[src/logic/vga_pkg.sv]
package vga_pkg;

  typedef logic [15:0] coord_t;
  typedef logic [7:0]  pal_idx_t;
  // red in the top byte, then green, then blue
  typedef logic [23:0] colour_t;
  typedef logic [1:0]  lane_addr_t;

  typedef enum logic [1:0] {
    FETCH_IDLE,
    FETCH_BUS,
    FETCH_LOOKUP,
    FETCH_STORE
  } fetch_state_t;

  // horizontal timing in pixels
  localparam coord_t H_ACTIVE = 16;
  localparam coord_t H_FRONT  = 2;
  localparam coord_t H_SYNC   = 4;
  localparam coord_t H_BACK   = 26;
  localparam coord_t H_TOTAL  = H_ACTIVE + H_FRONT + H_SYNC + H_BACK;

  // vertical timing in lines
  localparam coord_t V_ACTIVE = 4;
  localparam coord_t V_FRONT  = 1;
  localparam coord_t V_SYNC   = 2;
  localparam coord_t V_BACK   = 1;
  localparam coord_t V_TOTAL  = V_ACTIVE + V_FRONT + V_SYNC + V_BACK;

  localparam int PIX_PER_WORD   = 4;
  localparam int WORDS_PER_LINE = H_ACTIVE / PIX_PER_WORD;
  localparam int PAL_ENTRIES    = 256;

endpackage

[src/logic/bus_pkg.sv]
package bus_pkg;

  typedef logic [31:0] adr_t;
  typedef logic [31:0] data_t;
  typedef logic [3:0]  sel_t;
  // slave side is word addressed
  typedef logic [10:0] reg_adr_t;

  // palette window 0x000..0x0ff, matched on the top three address bits
  localparam logic [2:0] PAL_REGION = 3'h0;

  localparam reg_adr_t REG_BASE = 11'h500;
  localparam reg_adr_t REG_CTRL = 11'h501;

  // control register fields
  localparam int CTRL_EN_BIT = 0;

  localparam adr_t BASE_RESET = 32'hC000_0000;

endpackage

[src/logic/vga_regs.sv]
`timescale 1ns/1ps

module vga_regs (
  input  logic              clk_i,
  input  logic              rst_i,
  input  bus_pkg::reg_adr_t slave_adr_i,
  input  bus_pkg::data_t    slave_dat_i,
  input  bus_pkg::sel_t     slave_sel_i,
  input  logic              slave_we_i,
  input  logic              slave_cyc_i,
  input  logic              slave_stb_i,
  output bus_pkg::data_t    slave_dat_o,
  output logic              slave_ack_o,
  output bus_pkg::adr_t     base_addr_o,
  output logic              disp_en_o,
  output logic              pal_we_o,
  output vga_pkg::pal_idx_t pal_wr_idx_o,
  output vga_pkg::colour_t  pal_wr_colour_o
);

  typedef enum logic {
    SLV_IDLE,
    SLV_ACK
  } slv_state_t;

  slv_state_t     state;
  logic           req;
  bus_pkg::data_t ctrl_q;

  function automatic bus_pkg::data_t merge_bytes(input bus_pkg::data_t old_val,
                                                 input bus_pkg::data_t new_val,
                                                 input bus_pkg::sel_t  sel);
    bus_pkg::data_t res;
    res = old_val;
    for (int i = 0; i < $bits(bus_pkg::sel_t); i++) begin
      if (sel[i]) begin
        res[8*i +: 8] = new_val[8*i +: 8];
      end
    end
    return res;
  endfunction

  // requests are only taken from idle
  assign req = (state == SLV_IDLE) && slave_cyc_i && slave_stb_i;

  assign pal_we_o        = req && slave_we_i && (slave_adr_i[10:8] == bus_pkg::PAL_REGION);
  assign pal_wr_idx_o    = slave_adr_i[7:0];
  assign pal_wr_colour_o = slave_dat_i[23:0];

  assign slave_ack_o = (state == SLV_ACK);
  assign disp_en_o   = ctrl_q[bus_pkg::CTRL_EN_BIT];

  always_ff @(posedge clk_i or posedge rst_i) begin
    if (rst_i) begin
      state       <= SLV_IDLE;
      base_addr_o <= bus_pkg::BASE_RESET;
      ctrl_q      <= '0;
    end else begin
      case (state)
        SLV_IDLE: begin
          if (req) begin
            state <= SLV_ACK;
            if (slave_we_i && slave_adr_i == bus_pkg::REG_BASE) begin
              base_addr_o <= merge_bytes(base_addr_o, slave_dat_i, slave_sel_i);
            end
            if (slave_we_i && slave_adr_i == bus_pkg::REG_CTRL) begin
              ctrl_q <= merge_bytes(ctrl_q, slave_dat_i, slave_sel_i);
            end
          end
        end
        SLV_ACK: state <= SLV_IDLE;
        default: state <= SLV_IDLE;
      endcase
    end
  end

  // read data is presented together with ack
  always_ff @(posedge clk_i) begin
    if (req && !slave_we_i) begin
      case (slave_adr_i)
        bus_pkg::REG_BASE: slave_dat_o <= base_addr_o;
        bus_pkg::REG_CTRL: slave_dat_o <= ctrl_q;
        default:           slave_dat_o <= '0;
      endcase
    end
  end

endmodule

[config.mk]
export PLATFORM = sky130hd
export DESIGN_NAME = vga_regs
export DESIGN_NICKNAME = d
export VERILOG_FILES = /design/src/logic/vga_pkg.sv /design/src/logic/bus_pkg.sv /design/src/logic/vga_regs.sv
export SDC_FILE = /design/constraint.sdc
export NUM_CORES = 1
export LEC_CHECK = 0
export ABC_CLOCK_PERIOD_IN_PS = 4200
export BUFFER_PORTS_ARGS = -buffer_cell sky130_fd_sc_hd__buf_2
export CAP_MARGIN = 20
export CORE_UTILIZATION = 53
export DETAILED_ROUTE_END_ITERATION = 10
export GPL_TIMING_DRIVEN = 1
export PLACE_DENSITY = 0.95
export SKIP_LAST_GASP = 1
export SLEW_MARGIN = 20
export SYNTH_ARGS = -nofsm -noshare
export SYNTH_HDL_FRONTEND = slang
export SYNTH_SLANG_ARGS = --single-unit
[constraint.sdc]
create_clock -name clk_i -period 4.2 [get_ports clk_i]
set_input_delay 1.05 -clock clk_i [delete_from_list [all_inputs] [get_ports clk_i]]
set_output_delay 1.05 -clock clk_i [all_outputs]
set_load 0.005 [all_outputs]
# Word-level counts from Yosys, hierarchy flattened
# Cells that the tools add are included.
# word_totals
reg_bits	97
# classes
muxes	3
bitwise	1
n_reduce_logical	17
eq_ne	2
# ops
cell	count
32-bit case mux with 2 select lines	1
4-bit AND reduction	8
11-bit == test, second input constant	2
1-bit logical AND	7
3-bit logical NOT	1
1-bit case mux with 2 select lines	1
1-bit logical NOT	1
1-bit 2-to-1 mux	1
1-bit NOT	1

# Logic depth before layout (Yosys ltp)
# depth
ltp_word	5
mapped_depth	5
mapped_depth_nobuf	4

# Worst setup path before layout
# OpenSTA, ideal clock, no wires.
# synth_path
kind	input -> register
start	input slave_cyc_i
end	register slave_dat_o[0] (enable)
path_stages	2
setup_ns	0.421
path_buffers	0
path_slack_ns	1.211
arrival_ns	2.567
cell_sequence	nand3b_1 nor2_1
# synth_via
elab_chain_cells	3
# synth_lines
item	line	text
from (decl)	vga_regs.sv:10	input logic slave_cyc_i,
1-bit logical AND (2 in a row)	vga_regs.sv:44	assign req = (state == SLV_IDLE) && slave_cyc_i && slave_stb_i;
1-bit logical AND	vga_regs.sv:79	if (req && !slave_we_i) begin
to (signal assigned)	vga_regs.sv:81	bus_pkg::REG_BASE: slave_dat_o <= base_addr_o;
to (signal assigned)	vga_regs.sv:82	bus_pkg::REG_CTRL: slave_dat_o <= ctrl_q;
to (decl)	vga_regs.sv:12	output bus_pkg::data_t slave_dat_o,
# No other way between the ends.
# A chain may end at the register's enable or synchronous reset.

# Worst setup path after layout
# layout_path
start	input slave_stb_i
end	output pal_we_o
# layout_via
elab_chain_cells	3
# layout_lines
item	line	text
from (decl)	vga_regs.sv:11	input logic slave_stb_i,
1-bit logical AND	vga_regs.sv:44	
1-bit logical AND (2 in a row)	vga_regs.sv:46	assign pal_we_o = req && slave_we_i && (slave_adr_i[10:8] == bus_pkg::PAL_REGION);
to (decl)	vga_regs.sv:16	output logic pal_we_o,
# No other way between the ends.

==> key figures <==
Logic synthesis
  – XOR/XNOR Fraction of Synth Area: 0%
  – Largest family of logic cells by synthesized area: multiplexers
  – Post-Synth Simple-Gate Area: about 5.6%
  – Mapped Area: approximately 0.0041 sq mm
  – Complex-gate fraction of the synthesized area: 6.80%
  – Synthesized flop and latch total: 97
  – Sequential share of the synthesized area: 62.8%
  – Mapped Nets: around 320
  – Syn Inst Count: about 270
  – Synth cell types: 27
  – Multiplexer share of the synthesized area: roughly 17%
  – Syn Area/Cell: 15.5 sq um
  – Yosys synthesis warning count: 0
  – Synth Area in Adders: 0%

Place
  – Post-detail-place hpwl: 6170 microns
  – GP Congestion: 0.919
  – Port bufs: 150
  – Placed cell area: between 0.004 and 0.005 sq mm

Layout
  – Nets@finish: between 400 and 500
  – Antenna Diode Count: 0
  – Fillers: between 500 and 600
  – Final instance area: between 0.004 and 0.005 sq mm
  – Synth-to-layout area growth: 19.8%
  – Fraction of layout cells with a size suffix above 1: roughly 60%
  – Final design utilization: between 60% and 70%

Timing
  – Skew final: 0.0106 ns
  – RSZ-0062 raised after global routing: no
  – Endpoints failing setup: 0
  – Slew headroom: about 36%
  – Setup TNS: 0 ns
  – Max-slew violation count: 0
  – Max Fclk: between 300 and 400 MHz
  – Tmin final: slightly below 3 ns
  – Final hold viol count: 0
  – Period utilization: between 60 and 70%
  – Slew at the pin closest to its max-slew limit: about 0.96 ns

Worst setup path
  – Worst-path maximum fanout: 4
  – Crit. End Element: primary output
  – Critical path class: in -> out
  – Critical path launch point: slave_stb_i
  – WP data required: 3.15 ns
  – Critical Path AT: around 1.8 ns
  – Cell depth of the worst flop-to-flop path: 4
  – R2r endpoint: base_addr_o[26]
  – Worst setup SP type: primary input
  – FF-to-FF setup slack: between 2 and 2.5 ns
  – Worst r2r src: slave_ack_o

Drt
  – First-pass DRT Iterations: 4
  – WL final: around 8500 microns
  – ANT nets after route: 0
  – Vias per cell: approximately 5.4
  – DRC: 0
  – Total number of vias: around 2600
  – Iter 0 DRT Violations: 70
  – Wirelength per Cell: ~17 microns

Clocking
  – Clk Latency, worst-skew pair: 0.35 ns
  – Reg clk slew, reported paths: 0.08 ns
  – Post-cts repair resize count: 0
  – Post-CTS setup buffer count: 0
  – Hold_buf cts: 0
  – CTS tree: done
  – CTS Buf Count: 9
  – Clock tree buffer depth: 2
  – CTS Sinks: 97
  – Root Driver: clkbuf_8
  – H-tree Lvls: 3

Power
  – Leakage: ~2.5 nW
  – Power density over the cells: 337 mW/mm^2
  – Worst VDD drop: approximately 190 uV

Floorplan
  – Vert. Die Dim: 90.2 microns
  – Row count: 31
  – CORE AREA: approximately 0.0074 sq mm
  – Total Die Area: slightly above 0.008 sq mm
  – Boundary Pins: 151
  – Die Wd: about 90 microns
  – Initial Utilization: ~56%

GRT
  – Initial antenna violation count: 0
  – First-pass GRT wire length: between 10000 and 15000 microns
  – Tot GR Track Use: between 20% and 30%
  – Largest net degree at the start of global routing: 47
  – Vias in the first global route: approximately 2700
  – Total congestion overflow: 0

Hold path
  – Hold Path Depth: 1
  – Worst Hold Launch: ctrl_q[8]
  – HP Class: reg -> reg
  – Hold EP: ctrl_q[8]

Status
  – Outcome: completed

Job
  – Max-cap viol count: 0
==> report_power, final <==
group          internal [W]  leakage, nW  switching (W)
clock              0.000290       0.0970       0.000304
sequential         0.000981         1.20     0.00000234
combinational     0.0000376         1.24      0.0000518
==> stage by stage <==
stage / cells / power (W) / setup WS [ns] / hold slack, ns
6_report: 490 / 0.00167 / 1.31 / 0.497
3_3_place_gp: 474 / 0.00109 / 1.24 / 0.468
5_1_grt: 490 / 0.00173 / 1.24 / 0.499
3_5_place_dp: 474 / 0.00109 / 1.17 / 0.476
2_1_floorplan: 266 / 0.00105 / 1.21 / 0.459
4_1_cts: 490 / 0.00168 / 1.33 / 0.495
==> worst max-delay path, stage by stage <==
cell and delay [ns]:
buf_2 0.10, nand3b_1 0.23, nor4_1 0.31, buf_2 0.16
==> sequential cells by signal, indices dropped and copies added (netlist names) <==
signal       cells
ctrl_q          32
slave_ack_o      1
base_addr_o     32
slave_dat_o     32
==> final cells by class <==
class	count	area (sq um)	share of cell area, %
Timing Repair Buffer	153	773	15.6
Clock inverter	5	55.1	1.11
Multi-Input combinational cell	123	1250	25.3
Sequential cell	97	2590	52.4
Tap cell	99	124	2.51
Clock buffer	11	141	2.86
Inverter	2	8.76	0.177
==> layout by cell type (no fill, tap or decap), types with 2 or more instances in the layout <==
cell type	count
dfrtp_1	63
nor2_1	2
clkbuf_8	10
and3_1	7
a22o_1	32
clkinv_2	2
mux2_2	60
edfxtp_1	32
mux2_1	4
nand2b_1	2
dfstp_2	2
buf_4	3
buf_2	150
==> worst max-delay path by stage <==
stage	end	slack, ns	cells after the start
floorplan	slave_dat_o[0]	1.21	2
global placement	slave_dat_o[14]	1.24	5
detailed placement	slave_dat_o[24]	1.17	5
CTS	pal_we_o	1.33	4
global route	pal_we_o	1.24	4
finish	pal_we_o	1.31	4
==> kinds of logic (layout without fill, tap and decap cells) <==
family          after synthesis  count (layout)
compound gates               32              32
buf+inv                      46             171
simple gates                 27              27
flops                        97              97
mux                          64              64
==> cells in the mapped netlist <==
cell / n / area (sq um)
mux2_2: 60 / 676
dfstp_2: 2 / 52.6
inv_1: 2 / 7.51
buf_4: 32 / 240
nor4_4: 1 / 21.3
dfrtp_1: 63 / 1580
nor2_1: 4 / 15.0
nor3_4: 1 / 16.3
and4bb_2: 1 / 12.5
nor2b_1: 1 / 6.26
nor4_1: 1 / 6.26
nor3_2: 1 / 10.0
nor4b_1: 1 / 8.76
buf_2: 9 / 45.0
nand2b_1: 2 / 12.5
nand3_1: 1 / 5.00
a22o_1: 32 / 280
clkbuf_1: 3 / 11.3
nand3b_4: 1 / 20.0
and3_1: 7 / 43.8
or3_4: 1 / 11.3
nand4_1: 1 / 6.26
nand3b_1: 1 / 7.51
nor4b_2: 1 / 15.0
mux2_1: 4 / 45.0
edfxtp_1: 32 / 961
nand4bb_1: 1 / 11.3
==> routing by layer <==
metal	share of wire (%)	track usage (%)	wire length [microns]	vias to the layer above
li1	-	-	-	1208
met1	41	26.5	3460	1304
met2	52	37.2	4440	118
met3	5.9	6.09	506	10
met4	1.4	7.80	120	0
met5	0	0	0	-
Note: power is estimated with default switching activity, not from simulation.
