$ cat config.mk
export PLATFORM = sky130hd
export DESIGN_NAME = line_buffer
export DESIGN_NICKNAME = d
export VERILOG_FILES = /design/src/logic/vga_pkg.sv /design/src/logic/line_buffer.sv
export SDC_FILE = /design/constraint.sdc
export NUM_CORES = 1
export LEC_CHECK = 0
export BUFFER_PORTS_ARGS = -buffer_cell sky130_fd_sc_hd__buf_2
export CORE_UTILIZATION = 54
export DETAILED_ROUTE_END_ITERATION = 10
export PLACE_DENSITY = 0.72
export REMOVE_ABC_BUFFERS = 1
export SYNTH_ARGS = -nofsm -noshare
export SYNTH_HDL_FRONTEND = slang
export SYNTH_SLANG_ARGS = --single-unit
$ cat constraint.sdc
create_clock -name clk_i -period 4 [get_ports clk_i]
set_input_delay 0.4 -clock clk_i [delete_from_list [all_inputs] [get_ports clk_i]]
set_output_delay 0.4 -clock clk_i [all_outputs]
set_load 0.01 [all_outputs]
$ cat src/logic/vga_pkg.sv
package vga_pkg;

  typedef logic [15:0] coord_t;
  typedef logic [7:0]  pal_idx_t;
  // red in the top byte, then green, then blue
  typedef logic [23:0] colour_t;
  typedef logic [1:0]  lane_addr_t;

  typedef enum logic [1:0] {
    FETCH_IDLE,
    FETCH_BUS,
    FETCH_LOOKUP,
    FETCH_STORE
  } fetch_state_t;

  // horizontal timing in pixels
  localparam coord_t H_ACTIVE = 16;
  localparam coord_t H_FRONT  = 2;
  localparam coord_t H_SYNC   = 4;
  localparam coord_t H_BACK   = 26;
  localparam coord_t H_TOTAL  = H_ACTIVE + H_FRONT + H_SYNC + H_BACK;

  // vertical timing in lines
  localparam coord_t V_ACTIVE = 4;
  localparam coord_t V_FRONT  = 1;
  localparam coord_t V_SYNC   = 2;
  localparam coord_t V_BACK   = 1;
  localparam coord_t V_TOTAL  = V_ACTIVE + V_FRONT + V_SYNC + V_BACK;

  localparam int PIX_PER_WORD   = 4;
  localparam int WORDS_PER_LINE = H_ACTIVE / PIX_PER_WORD;
  localparam int PAL_ENTRIES    = 256;

endpackage

$ cat src/logic/line_buffer.sv
`timescale 1ns/1ps

module line_buffer (
  input  logic                clk_i,
  input  logic                rst_i,
  input  logic                wr_en_i,
  input  logic                wr_bank_i,
  input  vga_pkg::lane_addr_t wr_word_i,
  input  vga_pkg::colour_t    wr_colour0_i,
  input  vga_pkg::colour_t    wr_colour1_i,
  input  vga_pkg::colour_t    wr_colour2_i,
  input  vga_pkg::colour_t    wr_colour3_i,
  input  vga_pkg::coord_t     pix_x_i,
  input  vga_pkg::coord_t     pix_y_i,
  input  logic                active_i,
  input  logic                disp_en_i,
  output vga_pkg::colour_t    colour_o
);

  vga_pkg::colour_t    mem [2][vga_pkg::PIX_PER_WORD][vga_pkg::WORDS_PER_LINE];
  vga_pkg::colour_t    wr_colour [vga_pkg::PIX_PER_WORD];
  vga_pkg::lane_addr_t rd_word;
  vga_pkg::lane_addr_t rd_lane;

  assign wr_colour[0] = wr_colour0_i;
  assign wr_colour[1] = wr_colour1_i;
  assign wr_colour[2] = wr_colour2_i;
  assign wr_colour[3] = wr_colour3_i;

  // word from x / 4, lane from x mod 4
  assign rd_word = pix_x_i[3:2];
  assign rd_lane = pix_x_i[1:0];

  always_ff @(posedge clk_i) begin
    if (wr_en_i) begin
      for (int l = 0; l < vga_pkg::PIX_PER_WORD; l++) begin
        mem[wr_bank_i][l][wr_word_i] <= wr_colour[l];
      end
    end
  end

  // displayed bank follows the parity of the current line
  always_ff @(posedge clk_i or posedge rst_i) begin
    if (rst_i) begin
      colour_o <= '0;
    end else if (active_i && disp_en_i) begin
      colour_o <= mem[pix_y_i[0]][rd_lane][rd_word];
    end else begin
      colour_o <= '0;
    end
  end

endmodule

### Word-level counts from Yosys, hierarchy flattened

Memories as Yosys holds them, arrays and structs flattened.
Index checks and enable logic that the tools add are counted.

* flip-flop bits (word level): 24
* latch bits: 0
* RAM bits: 768
* ROM bits: 0
* input port bits: 136
* memories: 1

Memory list
* mem: words 2, bits a word 384, rd ports 1, clocked after Yosys merged registers in 0, write ports 1, line line_buffer.sv:20 `vga_pkg::colour_t mem [2][vga_pkg::PIX_PER_WORD][vga_pkg::WORDS_PER_LINE];`

* add/sub/neg operators: 0
* multipliers: 0
* div/mod/pow operators: 0
* $lt $le $gt $ge: 4
* eq/ne operators: 0
* shift operators: 0
* multiplexer cells: 11
* bitwise operators: 3
* reduce and logical (&&, ||, !) cells: 2

Operators by type and width (count)
* 96-bit 2-to-1 mux: 3
* 96-bit binary-select mux with 2-bit select: 1
* 24-bit 2-to-1 mux: 4
* 24-bit binary-select mux with 2-bit select: 1
* 24-bit demux with 2-bit select: 1
* 3-bit >= comparator, second input constant: 3
* 2-bit NOT with 3-bit output: 3
* 3-bit by 1-bit less-than comparator with 1-bit output, second input constant: 1
* 1-bit logical AND: 2
* 1-bit 2-to-1 mux: 1

### Longest topological paths before layout

* word-level depth: 8
* gate-level depth with buffers: 8
* gate-level depth less buffers: 4

### Worst setup path before layout

OpenSTA, ideal clock, no wires.

* path kind: input to register
* start: input wr_bank_i
* end: memory mem[0][168] (netlist name), enable pin
* setup time: 0.670 ns
* arrival: 7.075 ns
* data required time: 3.330 ns
* slack: -3.745 ns
* cell stages on the path: 2
* buffers on the path: 0
* cell sequence: nand2b_1 nor3_1

RTL lines
* start, declared: line line_buffer.sv:7 `input logic wr_bank_i,`
* end, declared: line line_buffer.sv:20

No word-level cell before the write port.

### Worst setup path in the final report

* start: input pix_y_i[0]
* end: register colour_o[21]

* cells in the longest elaborated chain, start to end: 8

RTL lines
* start, declared: line line_buffer.sv:14 `input vga_pkg::coord_t pix_y_i,`
* memory read 2 x 384 bit
* 96-bit binary-select mux with 2-bit select: line line_buffer.sv:47 `colour_o <= mem[pix_y_i[0]][rd_lane][rd_word];`
* 96-bit 2-to-1 mux (not written as such) (2 in a row): line line_buffer.sv:47
* 24-bit binary-select mux with 2-bit select: line line_buffer.sv:47
* 24-bit 2-to-1 mux (not written as such) (2 in a row): line line_buffer.sv:47
* 24-bit 2-to-1 mux: line line_buffer.sv:46 `end else if (active_i && disp_en_i) begin`
* end signal, assigned: line line_buffer.sv:47
* end, declared: line line_buffer.sv:17 `output vga_pkg::colour_t colour_o`

No other way between the ends. The select of a mux whose other input is x is not followed.

==> flow_results.xml <==
<?xml version="1.0" encoding="UTF-8"?>
<metrics>
  <group name="clock_network">
    <metric name="clkSlewWorstSetupHoldPaths" unit="ns">0.06</metric>
    <metric name="cts-buffers-inserted" unit="">77</metric>
    <metric name="cts_hold_buffers" unit="">0</metric>
    <metric name="cts.path.max_buffers" unit="">3</metric>
    <metric name="post_cts.resized_instances" unit="">0</metric>
    <metric name="clock_tree_from_tritoncts" unit="">done</metric>
    <metric name="clk-insertion-delay-late" unit="ns">0.62</metric>
    <metric name="postCtsSetupRepairBufs" unit="">0</metric>
    <metric name="cts.sinks" unit="">792</metric>
    <metric name="root_buffer_cell" unit="">clkbuf_16</metric>
    <metric name="h-tree-depth" unit="">3</metric>
  </group>
  <group name="worst_setup_path">
    <metric name="cpMostUsedCell" unit="">buf_4</metric>
    <metric name="critPathTopFamily" unit="">buffers and inverters</metric>
    <metric name="arrival" unit="ns">2.47</metric>
    <metric name="worst-path-buf-inv" unit="">2</metric>
    <metric name="cp_slowest_stage_delay" unit="ns">0.62</metric>
    <metric name="category_of_the_most_critical_setup_path" unit="">in2reg</metric>
    <metric name="crit_path_top_delay_cell" unit="">mux4_1</metric>
    <metric name="critical_path_required" unit="ns">4.47</metric>
    <metric name="critical_path.endpoint_type" unit="">flop</metric>
    <metric name="critical_path.max_fanout" unit="">34</metric>
    <metric name="worstPathCellList" unit="">buf_4, buf_4, mux4_1, mux2i_1, a221o_1, a31oi_1</metric>
    <metric name="critPathLaunchType" unit="">primary input</metric>
  </group>
  <group name="yosys">
    <metric name="synth_area" unit="µm²">30200</metric>
    <metric name="ys_types" unit="">30</metric>
    <metric name="syn_inst" unit="">1279</metric>
    <metric name="synth_seq_cells" unit="">792</metric>
    <metric name="portion_of_the_post_synthesis_area_used_by_sequential_elements" unit="%">78.5</metric>
    <metric name="ys_warn_count" unit="">0</metric>
    <metric name="postSynthAreaPerCell" unit="µm²">23.6</metric>
  </group>
  <group name="timing">
    <metric name="pins_over_their_slew_limit" unit="">0</metric>
    <metric name="timing.fmax" unit="MHz">499</metric>
    <metric name="setup_viol" unit="">0</metric>
    <metric name="final.min_clock_period" unit="ns">2.00</metric>
    <metric name="timing.final.crit_share" unit="%">50.1</metric>
    <metric name="final_worst_clock_skew" unit="ns">0.0231</metric>
    <metric name="fin_hold_ws" unit="ns">0.0420</metric>
    <metric name="setup_repair_after_global_routing_missed_its_margin" unit="">false</metric>
    <metric name="count_of_endpoints_failing_hold_in_the_final_timing_report" unit="">0</metric>
    <metric name="finalSetupTns" unit="ns">0</metric>
    <metric name="timing.slew.headroom" unit="%">28.3</metric>
    <metric name="timing_worst_slew_pin_value" unit="ns">1.07</metric>
  </group>
  <group name="final_layout">
    <metric name="layout.filler_cells" unit="">3744</metric>
    <metric name="area_delta_synth_final" unit="%">13.5</metric>
    <metric name="final_standard_cell_utilization_of_the_core" unit="%">62.1</metric>
    <metric name="final_cell_mix" unit="">edfxtp_1, mux4_2, buf_2, mux2i_1, clkbuf_16</metric>
    <metric name="nNetsFinal" unit="">1587</metric>
    <metric name="drive_above_1_share" unit="%">28.8</metric>
    <metric name="most_common_library_cell_in_the_layout_ignoring_fill_and_taps" unit="">edfxtp_1</metric>
  </group>
  <group name="routing">
    <metric name="wl" unit="mm">61.4</metric>
    <metric name="post_drt_wl_per_cell" unit="µm">27.1</metric>
    <metric name="routed_via_count_divided_by_cell_count" unit="">6.11</metric>
    <metric name="drt_first_pass_iters" unit="">5</metric>
    <metric name="drt_first_iter_violations" unit="">1325</metric>
    <metric name="route.antenna.remaining_nets" unit="">0</metric>
    <metric name="route.detailed.drc" unit="">0</metric>
    <metric name="via_count" unit="">13800</metric>
  </group>
  <group name="status">
    <metric name="outcome" unit="">finished, final reports clean</metric>
  </group>
  <group name="die">
    <metric name="initial_utilization" unit="%">54.7</metric>
    <metric name="die_height" unit="µm">238</metric>
    <metric name="fp.dieArea" unit="µm²">56800</metric>
    <metric name="placementRows" unit="">86</metric>
    <metric name="core_area" unit="µm²">55100</metric>
    <metric name="top_level_ports" unit="">160</metric>
    <metric name="die-width" unit="µm">238</metric>
  </group>
  <group name="grt">
    <metric name="grt_pass1_vias" unit="">14600</metric>
    <metric name="grt_first_pass_wirelength" unit="mm">91.9</metric>
    <metric name="gr-usage-all-layers" unit="%">22.3</metric>
    <metric name="aggregate_global_routing_overflow" unit="">0</metric>
    <metric name="antenna_found_initial" unit="">14</metric>
    <metric name="grt_max_degree" unit="">97</metric>
  </group>
  <group name="power">
    <metric name="power_per_cell_area" unit="nW/µm²">515</metric>
    <metric name="peakVddDrop" unit="mV">0.316</metric>
    <metric name="cell_leakage_power" unit="nW">11.4</metric>
  </group>
  <group name="hold_path">
    <metric name="hp-class" unit="">in2async</metric>
  </group>
  <group name="place">
    <metric name="numPortBuffers" unit="">132</metric>
    <metric name="gp_congestion" unit="">0.744</metric>
    <metric name="post-dp-hpwl" unit="mm">34.1</metric>
  </group>
  <group name="job">
    <metric name="max-cap-violations" unit="">0</metric>
  </group>
</metrics>
synth_stat cells (all sizes together):
master	count	share of area, %
inv	1	0.012
edfxtp	768	76
mux2i	96	3.2
a31oi	24	0.50
o21ai	18	0.30
clkinv	1	0.012
o2111ai	6	0.17
clkbuf	18	0.29
nor3	2	0.033
a221oi	18	0.52
dfrtp	24	2.0
nor2b	3	0.087
and2	1	0.021
nand2b	3	0.062
a22oi	24	0.60
nand2	15	0.19
mux4	168	13
a221o	24	0.80
nor2	10	0.13
buf	55	1.7
power by group:
group	switching (mW)	internal (mW)	leakage (nW)	total [mW]
Combinational	0.553	0.376	2.81	0.929
Clock	2.92	4.31	1.26	7.23
Sequential	0.0661	9.39	7.30	9.45
Total	3.54	14.1	11.4	17.6
logic make-up after synthesis:
kind of cell           after synthesis  share of synthesized area (%)
DFF                                792                           78.5
muxes                              264                           16.1
AOI/OAI and AO/OA                  114                           2.89
buffers and inverters               75                           2.06
and+or+nand+nor                     34                          0.523
worst paths after layout:
check	to	start	depth (start not counted)	slack [ns]
min in group clk_i	mem[0][311]$_DFFE_PP_	wr_colour0_i[23]	1	0.07
hold reg to reg	colour_o[21]$_DFF_PP0_	mem[0][333]$_DFFE_PP_	4	0.76
hold / removal	colour_o[0]$_DFF_PP0_	rst_i	2	0.04
setup / recovery	colour_o[21]$_DFF_PP0_	pix_y_i[0]	6	2.00
setup reg to reg	colour_o[0]$_DFF_PP0_	mem[1][264]$_DFFE_PP_	4	2.52
max in group asynchronous	colour_o[18]$_DFF_PP0_	rst_i	2	3.31
state kept, by name, indices dropped and copies added (netlist names):
name and flops:
colour_o 24, mem 768
worst reg2reg max path: cells and delay by family, from the launching register on:
family / cells / cell delay [ns]
mux: 2 / 0.72
flops: 1 / 0.39
compound gates: 2 / 0.23
per-layer routing:
| layer | GRT usage, % | share of wire (%) | up-vias | wire, µm |
|---|---|---|---|---|
| met5 | 0 | 0.19 | - | 118 |
| met4 | 6.86 | 2.1 | 18 | 1320 |
| met3 | 5.09 | 8.5 | 104 | 5240 |
| met2 | 35.6 | 49 | 599 | 30000 |
| met1 | 31.1 | 40 | 7229 | 24700 |
| li1 | - | - | 5885 | - |
cell type report:
type / count / area, µm² / share of cell area [%]
multi-input combinational: 412 / 5960 / 17.4
sequential: 792 / 23700 / 69.1
tap: 748 / 936 / 2.73
timing repair buffer: 166 / 1090 / 3.18
clock buffer: 116 / 2270 / 6.62
clock inverter: 25 / 294 / 0.859
antenna: 5 / 12.5 / 0.0366
inverter: 2 / 7.51 / 0.0219
stage by stage:
stage                     instances  area (µm²)  worst slack [ns]  power [mW]
after floorplan                1206       29500             -3.74        10.1
after global placement         2120       31700              1.37        10.5
after detailed placement       2120       31700              1.31        10.6
after CTS                      2261       34200              1.96        17.8
after global routing           2264       34200              1.87        18.2
final                          2266       34200              2.00        17.6
(Power assumes the default switching activity.)
