--- src/logic/vga_pkg.sv ---
package vga_pkg;

  typedef logic [15:0] coord_t;
  typedef logic [7:0]  pal_idx_t;
  // red in the top byte, then green, then blue
  typedef logic [23:0] colour_t;
  typedef logic [1:0]  lane_addr_t;

  typedef enum logic [1:0] {
    FETCH_IDLE,
    FETCH_BUS,
    FETCH_LOOKUP,
    FETCH_STORE
  } fetch_state_t;

  // horizontal timing in pixels
  localparam coord_t H_ACTIVE = 16;
  localparam coord_t H_FRONT  = 2;
  localparam coord_t H_SYNC   = 4;
  localparam coord_t H_BACK   = 26;
  localparam coord_t H_TOTAL  = H_ACTIVE + H_FRONT + H_SYNC + H_BACK;

  // vertical timing in lines
  localparam coord_t V_ACTIVE = 4;
  localparam coord_t V_FRONT  = 1;
  localparam coord_t V_SYNC   = 2;
  localparam coord_t V_BACK   = 1;
  localparam coord_t V_TOTAL  = V_ACTIVE + V_FRONT + V_SYNC + V_BACK;

  localparam int PIX_PER_WORD   = 4;
  localparam int WORDS_PER_LINE = H_ACTIVE / PIX_PER_WORD;
  localparam int PAL_ENTRIES    = 256;

endpackage

--- src/logic/vga_timing.sv ---
`timescale 1ns/1ps

module vga_timing (
  input  logic            clk_i,
  input  logic            rst_i,
  output logic            hs_o,
  output logic            vs_o,
  output logic            blank_n_o,
  output logic            active_o,
  output vga_pkg::coord_t pix_x_o,
  output vga_pkg::coord_t pix_y_o,
  output logic            line_start_o,
  output vga_pkg::coord_t line_y_o
);

  vga_pkg::coord_t h_cnt;
  vga_pkg::coord_t v_cnt;
  logic            h_last;
  logic            h_sync_zone;
  logic            v_sync_zone;

  assign h_last = (h_cnt == vga_pkg::H_TOTAL - 1'b1);

  assign h_sync_zone = (h_cnt >= vga_pkg::H_ACTIVE + vga_pkg::H_FRONT) &&
                       (h_cnt <  vga_pkg::H_ACTIVE + vga_pkg::H_FRONT + vga_pkg::H_SYNC);
  assign v_sync_zone = (v_cnt >= vga_pkg::V_ACTIVE + vga_pkg::V_FRONT) &&
                       (v_cnt <  vga_pkg::V_ACTIVE + vga_pkg::V_FRONT + vga_pkg::V_SYNC);

  // these lead the registered outputs by one cycle
  assign active_o     = (h_cnt < vga_pkg::H_ACTIVE) && (v_cnt < vga_pkg::V_ACTIVE);
  assign pix_x_o      = h_cnt;
  assign pix_y_o      = v_cnt;
  assign line_start_o = (h_cnt == '0);
  assign line_y_o     = v_cnt;

  always_ff @(posedge clk_i or posedge rst_i) begin
    if (rst_i) begin
      h_cnt     <= '0;
      v_cnt     <= '0;
      hs_o      <= 1'b1;
      vs_o      <= 1'b1;
      blank_n_o <= 1'b0;
    end else begin
      if (h_last) begin
        h_cnt <= '0;
        v_cnt <= (v_cnt == vga_pkg::V_TOTAL - 1'b1) ? '0 : v_cnt + 1'b1;
      end else begin
        h_cnt <= h_cnt + 1'b1;
      end
      // syncs are active low
      hs_o      <= !h_sync_zone;
      vs_o      <= !v_sync_zone;
      blank_n_o <= active_o;
    end
  end

endmodule

--- config.mk ---
export PLATFORM = sky130hd
export DESIGN_NAME = vga_timing
export DESIGN_NICKNAME = d
export VERILOG_FILES = /design/src/logic/vga_pkg.sv /design/src/logic/vga_timing.sv
export SDC_FILE = /design/constraint.sdc
export NUM_CORES = 1
export LEC_CHECK = 0
export ABC_AREA = 0
export BUFFER_PORTS_ARGS = -buffer_cell sky130_fd_sc_hd__buf_4
export CAP_MARGIN = 10
export CORE_ASPECT_RATIO = 1.4
export CORE_UTILIZATION = 50
export DETAILED_ROUTE_END_ITERATION = 7
export PLACE_DENSITY_LB_ADDON = 0.3
export REMOVE_ABC_BUFFERS = 1
export SYNTH_ARGS = -nofsm -noshare
export SYNTH_HDL_FRONTEND = slang
export SYNTH_SLANG_ARGS = --single-unit
--- constraint.sdc ---
create_clock -name clk_i -period 3.03 [get_ports clk_i]
set_clock_uncertainty 0.05 [all_clocks]
set_input_delay 0.303 -clock clk_i [delete_from_list [all_inputs] [get_ports clk_i]]
set_output_delay 0.303 -clock clk_i [all_outputs]
set_load 0.05 [all_outputs]
# Word level (Yosys, flattened, before mapping)
# Cells that the tools add are included.
# W data, S select, Z words.
# op_classes
add_sub_neg,2
multipliers,0
n_div,0
n_lt_le_gt_ge,6
eq_ne,2
shifts,0
muxes,2
bitwise,0
reduce_logical,6
# ops
op,count
$add A16 B1 Y16 const B,2
$lt A16 B3 Y1 const B,2
$lt A16 B5 Y1 const B,2
$mux W16,2
$eq A16 B3 Y1 const B,1
$eq A16 B6 Y1 const B,1
$ge A16 B3 Y1 const B,1
$ge A16 B5 Y1 const B,1
$logic_not A16 Y1,1
$logic_and A1 B1 Y1,3
$logic_not A1 Y1,2
# word_totals
regBits,35
latchBits,0
ram_bits,0
rom_bits,0
inputBits,2
out_inout_bits,53
wordCells,23
memories,0

# Depth between registers and ports, before layout
# Gate-level depths: netlist of run 1.
# depth
ltp_word,3
depth_mapped,6
depth_no_buf,5

# Least setup slack after synthesis of run 1
# No wires, ideal clock.
# synth_timing
path_type,reg-to-output
from,"register h_cnt[8], in the netlist pix_x_o[8]"
to,output active_o
t_arrival_ps,3170
required_ps,2677
slack_ps,-493
stages_incl_launch_ff,4
path_buffers,0
path_cell_list,dfrtp_1 or4_4 nor3_1 nor4b_1
# synth_between
elab_chain_len,2
# synth_rtl
element,line_no,rtl
from (decl),vga_timing.sv:16,vga_pkg::coord_t h_cnt;
from (signal assigned),vga_timing.sv:48,h_cnt <= h_cnt + 1'b1;
$lt A16 B5 Y1,vga_timing.sv:30,assign active_o = (h_cnt < vga_pkg::H_ACTIVE) && (v_cnt < vga_pkg::V_ACTIVE);
$logic_and A1 B1 Y1,vga_timing.sv:30,
to (decl),vga_timing.sv:9,"output logic active_o,"
# Every way passes these cells.

# Final worst setup path of run 1
# layout_timing
from,"register h_cnt[15], in the netlist pix_x_o[15]"
to,output active_o
# Same word-level chain as after synthesis.

==> results of run 1 <==
[power groups by stage]
| stage | combinational (uW) | sequential [uW] | clock [uW] |
|---|---|---|---|
| 2_1_floorplan | 6.86 | 476 | 0 |
| 3_3_place_gp | 11.2 | 476 | 0 |
| 3_5_place_dp | 11.5 | 476 | 0 |
| 4_1_cts | 11.5 | 467 | 377 |
| 5_1_grt | 12.8 | 467 | 401 |
| 6_report | 10.7 | 467 | 369 |
[through the flow]
step | util | power [uW] | instances
floorplan | - | 483 | 160
global placement | 0.608 | 487 | 258
detailed placement | 0.608 | 488 | 258
CTS | 0.636 | 856 | 266
global route | 0.636 | 880 | 266
finish | 0.636 | 847 | 266
[critical path, stage by stage (launching register included)]
cell and delay, ps:
dfrtp_1 420, or4_1 600, nor3_1 310, nor4b_1 390, buf_4 280
[logic make-up after synthesis]
| kind of cell | share of synthesized area |
|---|---|
| simple gates | 0.244 |
| flops | 0.464 |
| buf+inv | 0.0932 |
| xor+xnor | 0.120 |
| compound gates | 0.0390 |
| fa+ha+maj | 0.0397 |
[layer usage]
layer | GRT usage | share of wire | vias to the layer above
met4 | 0.0997 | 0.019 | 0
li1 | - | - | 702
met2 | 0.398 | 0.53 | 47
met3 | 0.0626 | 0.050 | 8
met1 | 0.240 | 0.40 | 735
met5 | 0 | 0 | -
[final cells by class]
cell class,instances,area (um^2),area share
Clock buffer,8,100,0.0432
Sequential cell,35,878,0.379
Timing Repair Buffer,56,420,0.182
Tap cell,42,52.6,0.0227
Multi-Input combinational cell,118,838,0.362
Inverter,7,26.3,0.0113
[cells in the mapped netlist]
library cell	n	share of area
nor4b_1	1	0.0046
o21ai_0	8	0.021
and3_2	1	0.0040
and4b_1	1	0.0053
nor4_2	5	0.033
dfstp_2	2	0.028
or4_1	1	0.0040
nor2_1	6	0.012
nand3_1	8	0.021
and4_2	1	0.0053
nand4_1	7	0.023
buf_4	16	0.063
inv_1	7	0.014
xnor2_1	12	0.056
clkbuf_1	4	0.0079
dfrtp_1	33	0.44
nor3_1	6	0.016
buf_6	1	0.0059
xor2_1	14	0.065
nand3_2	1	0.0053
o211ai_1	1	0.0040
and2_2	1	0.0040
and3_1	5	0.017
nand2_1	14	0.028
and2_1	2	0.0066
o2111ai_1	1	0.0046
buf_1	1	0.0020
nand2b_1	1	0.0033
ha_1	6	0.040
and4_1	3	0.014
nor4_1	7	0.023
or3_1	1	0.0033
or4_4	2	0.012
a211o_1	2	0.0093
[state kept, by name, indices dropped and copies added (netlist names)]
name / count
hs_o: 1
vs_o: 1
blank_n_o: 1
pix_x_o: 16
line_y_o: 16
[how the worst min path moves through the flow]
stage	endpoint	slack (ps)	depth (start not counted)
final	line_y_o[5]	70	3
after global routing	blank_n_o	110	3
after floorplan	blank_n_o	410	1
after detailed placement	pix_x_o[13]	390	3
after CTS	blank_n_o	80	3
after global placement	pix_x_o[13]	380	3
==> metrics.txt, run 1 <==
status finished, final reports clean; ANT nets after route 0; commonest non-fill, non-tap cells in the layout 56 x buf_4, 33 x dfrtp_1, 14 x nand2_1, 14 x xor2_1, 12 x xnor2_1; largest vdd supply drop 0.312 mV; final setup margin 399 ps; Slew Viols, Final 0; leakage 0.00118 uW; IO buf count 54; arrival time at the worst endpoint 2280 ps; first-pass GRT wire length 6490 um; Mapped Cells 182; Seq pwr share 0.552; Placer Congestion around 0.8; flop2flop setup slack 670 ps; Post-Place Worst Slack 692 ps; final cell area excluding filler cells 0.00232 mm^2; CP required 2680 ps; CP Capture Type primary output; syn_area_per_cell between 10 and 15 um^2; depth of the most critical reg-to-reg path 4; final hold viol count 0; Worst R2R Start pix_x_o[15]; minimum clock period 2630 ps; TritonCTS Sinks 35; Pint 676 uW; Comb power frac 0.013; antenna diode count 0; Slew headroom 0.710; share of layout cells above drive strength 1 0.339; CTS HTree Levels 2; largest net degree at the start of global routing 36; fin crit share 0.868; die area just over 0.004 mm^2; CTS resizes 0; Setup crit start kind flip-flop; vias in the first global route 1456; clock root buffer clkbuf_8; Initial Util 0.520; Vias 1492; RSZ-0062 raised after global routing no; Clk pwr share 0.436; Crit Path Class flip-flop to primary output; GRT Total Usage 0.224; Yosys cell types 34; total core area 0.00364 mm^2; synthesis-to-finish area growth 22.3%; count of hold-fix buffers inserted at cts 0; chip height between 70 and 80 um; DP HPWL about 2800 um; hold slack 68.5 ps; crit path launch pix_x_o[15]; setup TNS 0 ps; initial DRC count 47; drt drc 0; CTS clk-pin slew, worst paths 70 ps; flops & latches, synth 35; DP Area 0.00222 mm^2; largest fanout on the critical path 4; P_sw 170 uW; post-synthesis sequential area ratio 0.464; DR pass1 iterations 4; Fillers 317; Synth Cell Area 0.00189 mm^2; CTS tree done; Post-CTS Setup Bufs 0; layout net count 231; actual slew at the worst max-slew pin 435 ps; site row count 26; end point of the critical path active_o; commonest non-fill, non-tap cell in the layout buf_4; # setup viols final 0; routed len/inst 14.8 um; die width 54.0 um; TritonCTS buffer count 5; switch share 0.201; initial antenna violation count 0; total wire length approximately 3900 um; clock latency on the worst-skew pair 290 ps; Max Cap Viol 0; maximum clock path buffer count 2; Yosys Warn Count 0; io pins 55; routed vias/inst 5.61; fmax 380 MHz; pwr dens 366 mW/mm^2; worst hold path type primary input to asynchronous set/reset pin; Overflow after GRT 0; worst r2r dst line_y_o[13]
Power figures use the tool's default switching activity.
==> run 2, diff against run 1 <==
Settings changed: ABC_AREA 0 to 1.
==> metrics.txt, run 2 <==
Worst R2R Start pix_x_o[1] (was pix_x_o[15]); syn_area_per_cell 7.31 um^2 (was 10.4 um^2); minimum clock period 2200 ps (was 2630 ps); arrival time at the worst endpoint 1850 ps (was 2280 ps); total core area 0.00424 mm^2 (was 0.00364 mm^2); vias in the first global route 1793 (was 1456); # setup viols final 0 (unchanged); largest net degree at the start of global routing 36 (unchanged); Max Cap Viol 0 (unchanged); Crit Path Class flip-flop to primary output (unchanged); Setup crit start kind flip-flop (unchanged); total wire length 4640 um (was 3940 um); Slew Viols, Final 0 (unchanged); TritonCTS buffer count 5 (unchanged); largest cells by area after synthesis dfrtp_1 37%, nand2_1 14%, nor2_1 7.9% (was dfrtp_1 44%, xor2_1 6.5%, buf_4 6.3%); actual slew at the worst max-slew pin 435 ps (about the same); pwr dens 320 mW/mm^2 (was 366 mW/mm^2); hold slack 58.4 ps (was 68.5 ps); worst r2r dst line_y_o[5] (was line_y_o[13]); site row count 28 (was 26); DR pass1 iterations 4 (unchanged); delay-heaviest family, CP simple AND/OR/NAND/NOR gates (unchanged); Post-CTS Setup Bufs 0 (unchanged); TritonCTS Sinks 35 (unchanged); count leader, synth nand2_1 (was dfrtp_1); Synth top area share 0.370 (was 0.436); CTS HTree Levels 2 (unchanged); Slew headroom 0.710 (about the same); CP cell instances nor2_1 -> nand3_1 -> nor3_1 -> nand3_1 -> nor2_1 -> buf_4 (was or4_1 -> nor3_1 -> nor4b_1 -> buf_4); initial DRC count 62 (was 47); ys async rst share 1.00 (unchanged); commonest non-fill, non-tap cell in the layout nand2_1 (was buf_4); post-route insts no fill 409 (was 266); ys flop type dfrtp_1 (unchanged); final hold viol count 0 (unchanged); IO buf count 54 (unchanged); GRT Total Usage 0.213 (was 0.224); Yosys cell types 25 (was 34); synthesis-to-finish area growth 19.5% (was 22.3%); setup TNS 0 ps (unchanged); Post-Place Worst Slack 1160 ps (was 692 ps); flop2flop setup slack 1190 ps (was 670 ps); clock latency on the worst-skew pair 290 ps (about the same); routed vias/inst 4.89 (was 5.61); clock root buffer clkbuf_8 (unchanged); count of hold-fix buffers inserted at cts 0 (unchanged); layout net count 356 (was 231); Synth top cells by count 81 x nand2_1, 47 x nor2_1, 39 x inv_1 (was 33 x dfrtp_1, 16 x buf_4, 14 x nand2_1, 14 x xor2_1, 12 x xnor2_1); RSZ-0062 raised after global routing no (unchanged); initial antenna violation count 0 (unchanged); chip height 81.0 um (was 74.8 um); leakage 0.00141 uW (was 0.00118 uW); routed len/inst 11.3 um (was 14.8 um); CP Capture Type primary output (unchanged); largest vdd supply drop 0.232 mV (was 0.312 mV); post-synthesis sequential area ratio 0.394 (was 0.464); Initial Util 0.526 (was 0.520); antenna diode count 0 (unchanged); most area-hungry cell type in the Yosys netlist dfrtp_1 (unchanged); total power 852 uW (was 847 uW); CTS resizes 0 (unchanged); fin crit share 0.725 (was 0.868); number of enable flip-flop cells after synthesis 0 (unchanged); Max stage delay on crit path 460 ps (was 600 ps); Placer Congestion 0.834 (was 0.801); Placed Cells incl. Taps 401 (was 258); die area 0.00474 mm^2 (was 0.00404 mm^2); maximum clock path buffer count 2 (unchanged); drt drc 0 (unchanged); slowest cell on the critical path dfrtp_1 (was or4_1); cell depth of the worst setup path 6 (was 4); first-pass GRT wire length 7600 um (was 6490 um); ANT nets after route 0 (unchanged); CP required 2680 ps (about the same); final setup margin 832 ps (was 399 ps); CTS tree done (unchanged); largest fanout on the critical path 8 (was 4); DP HPWL 3510 um (was 2760 um); Mapped Cells 305 (was 182); io pins 55 (unchanged); status finished, final reports clean (unchanged); Overflow after GRT 0 (unchanged); depth of the most critical reg-to-reg path 8 (was 4); Synth Cell Area 0.00223 mm^2 (was 0.00189 mm^2); CP Buf/Inv Count 1 (unchanged); commonest non-fill, non-tap cells in the layout 81 x nand2_1, 55 x buf_4, 47 x nor2_1 (was 56 x buf_4, 33 x dfrtp_1, 14 x nand2_1, 14 x xor2_1, 12 x xnor2_1); flops & latches, synth 35 (unchanged); Vias 1998 (was 1492); worst hold path type primary input to asynchronous set/reset pin (unchanged); die width 58.5 um (was 54.0 um); CTS clk-pin slew, worst paths 70 ps (about the same); Yosys Warn Count 0 (unchanged); fmax 455 MHz (was 380 MHz); share of layout cells above drive strength 1 0.209 (was 0.339)
run 2: metal layers:
metal  up-vias  wire length, um  track usage
met2        61             2430        0.394
met5         -                0            0
li1       1016                -            -
met3        13              220       0.0398
met1       908             1840        0.226
met4         0              157        0.110
run 2: how the worst max path moves through the flow:
stage,start,endpoint,slack [ps]
final,line_y_o[9],active_o,830
after global placement,line_y_o[9],active_o,1180
after detailed placement,line_y_o[9],active_o,1160
after global routing,line_y_o[9],active_o,660
after floorplan,line_y_o[9],active_o,610
after CTS,line_y_o[9],active_o,840
run 2: cell type report:
class                   count  area (um^2)
fillers                   399         1570
multi-input cells         209         1040
flip-flops and latches     35          878
repair buffers             55          413
inverters                  42          160
clock buffers               8          100
well taps                  60         75.1
run 2: where the power goes:
group / switching [uW] / leakage (uW) / internal (uW) / total (uW)
clock network: 167 / 0.0000515 / 207 / 374
registers: 0 / 0.000468 / 467 / 467
logic: 8.81 / 0.000895 / 1.76 / 10.6
total: 176 / 0.00141 / 676 / 852
run 2: worst reg2reg max path, delay by kind of cell (launching register included):
kind            cells  cell delay (ps)
compound gates      1               80
fa+ha+maj           1              240
buf+inv             1              150
flops               1              430
simple gates        5              770
run 2: cells by family (layout without fill, tap and decap cells):
kind of cell,Yosys count,after routing,share of synthesized area
simple gates,175,175,0.343
buf+inv,61,105,0.141
fa+ha+maj,6,6,0.0337
compound gates,13,13,0.0303
flops,35,35,0.394
xor+xnor,15,15,0.0589
run 2: metrics by stage:
stage	utilization	area [um^2]
after floorplan	-	2080
after global placement	0.605	2560
after detailed placement	0.605	2560
after CTS	0.629	2670
after global routing	0.629	2670
final	0.629	2670
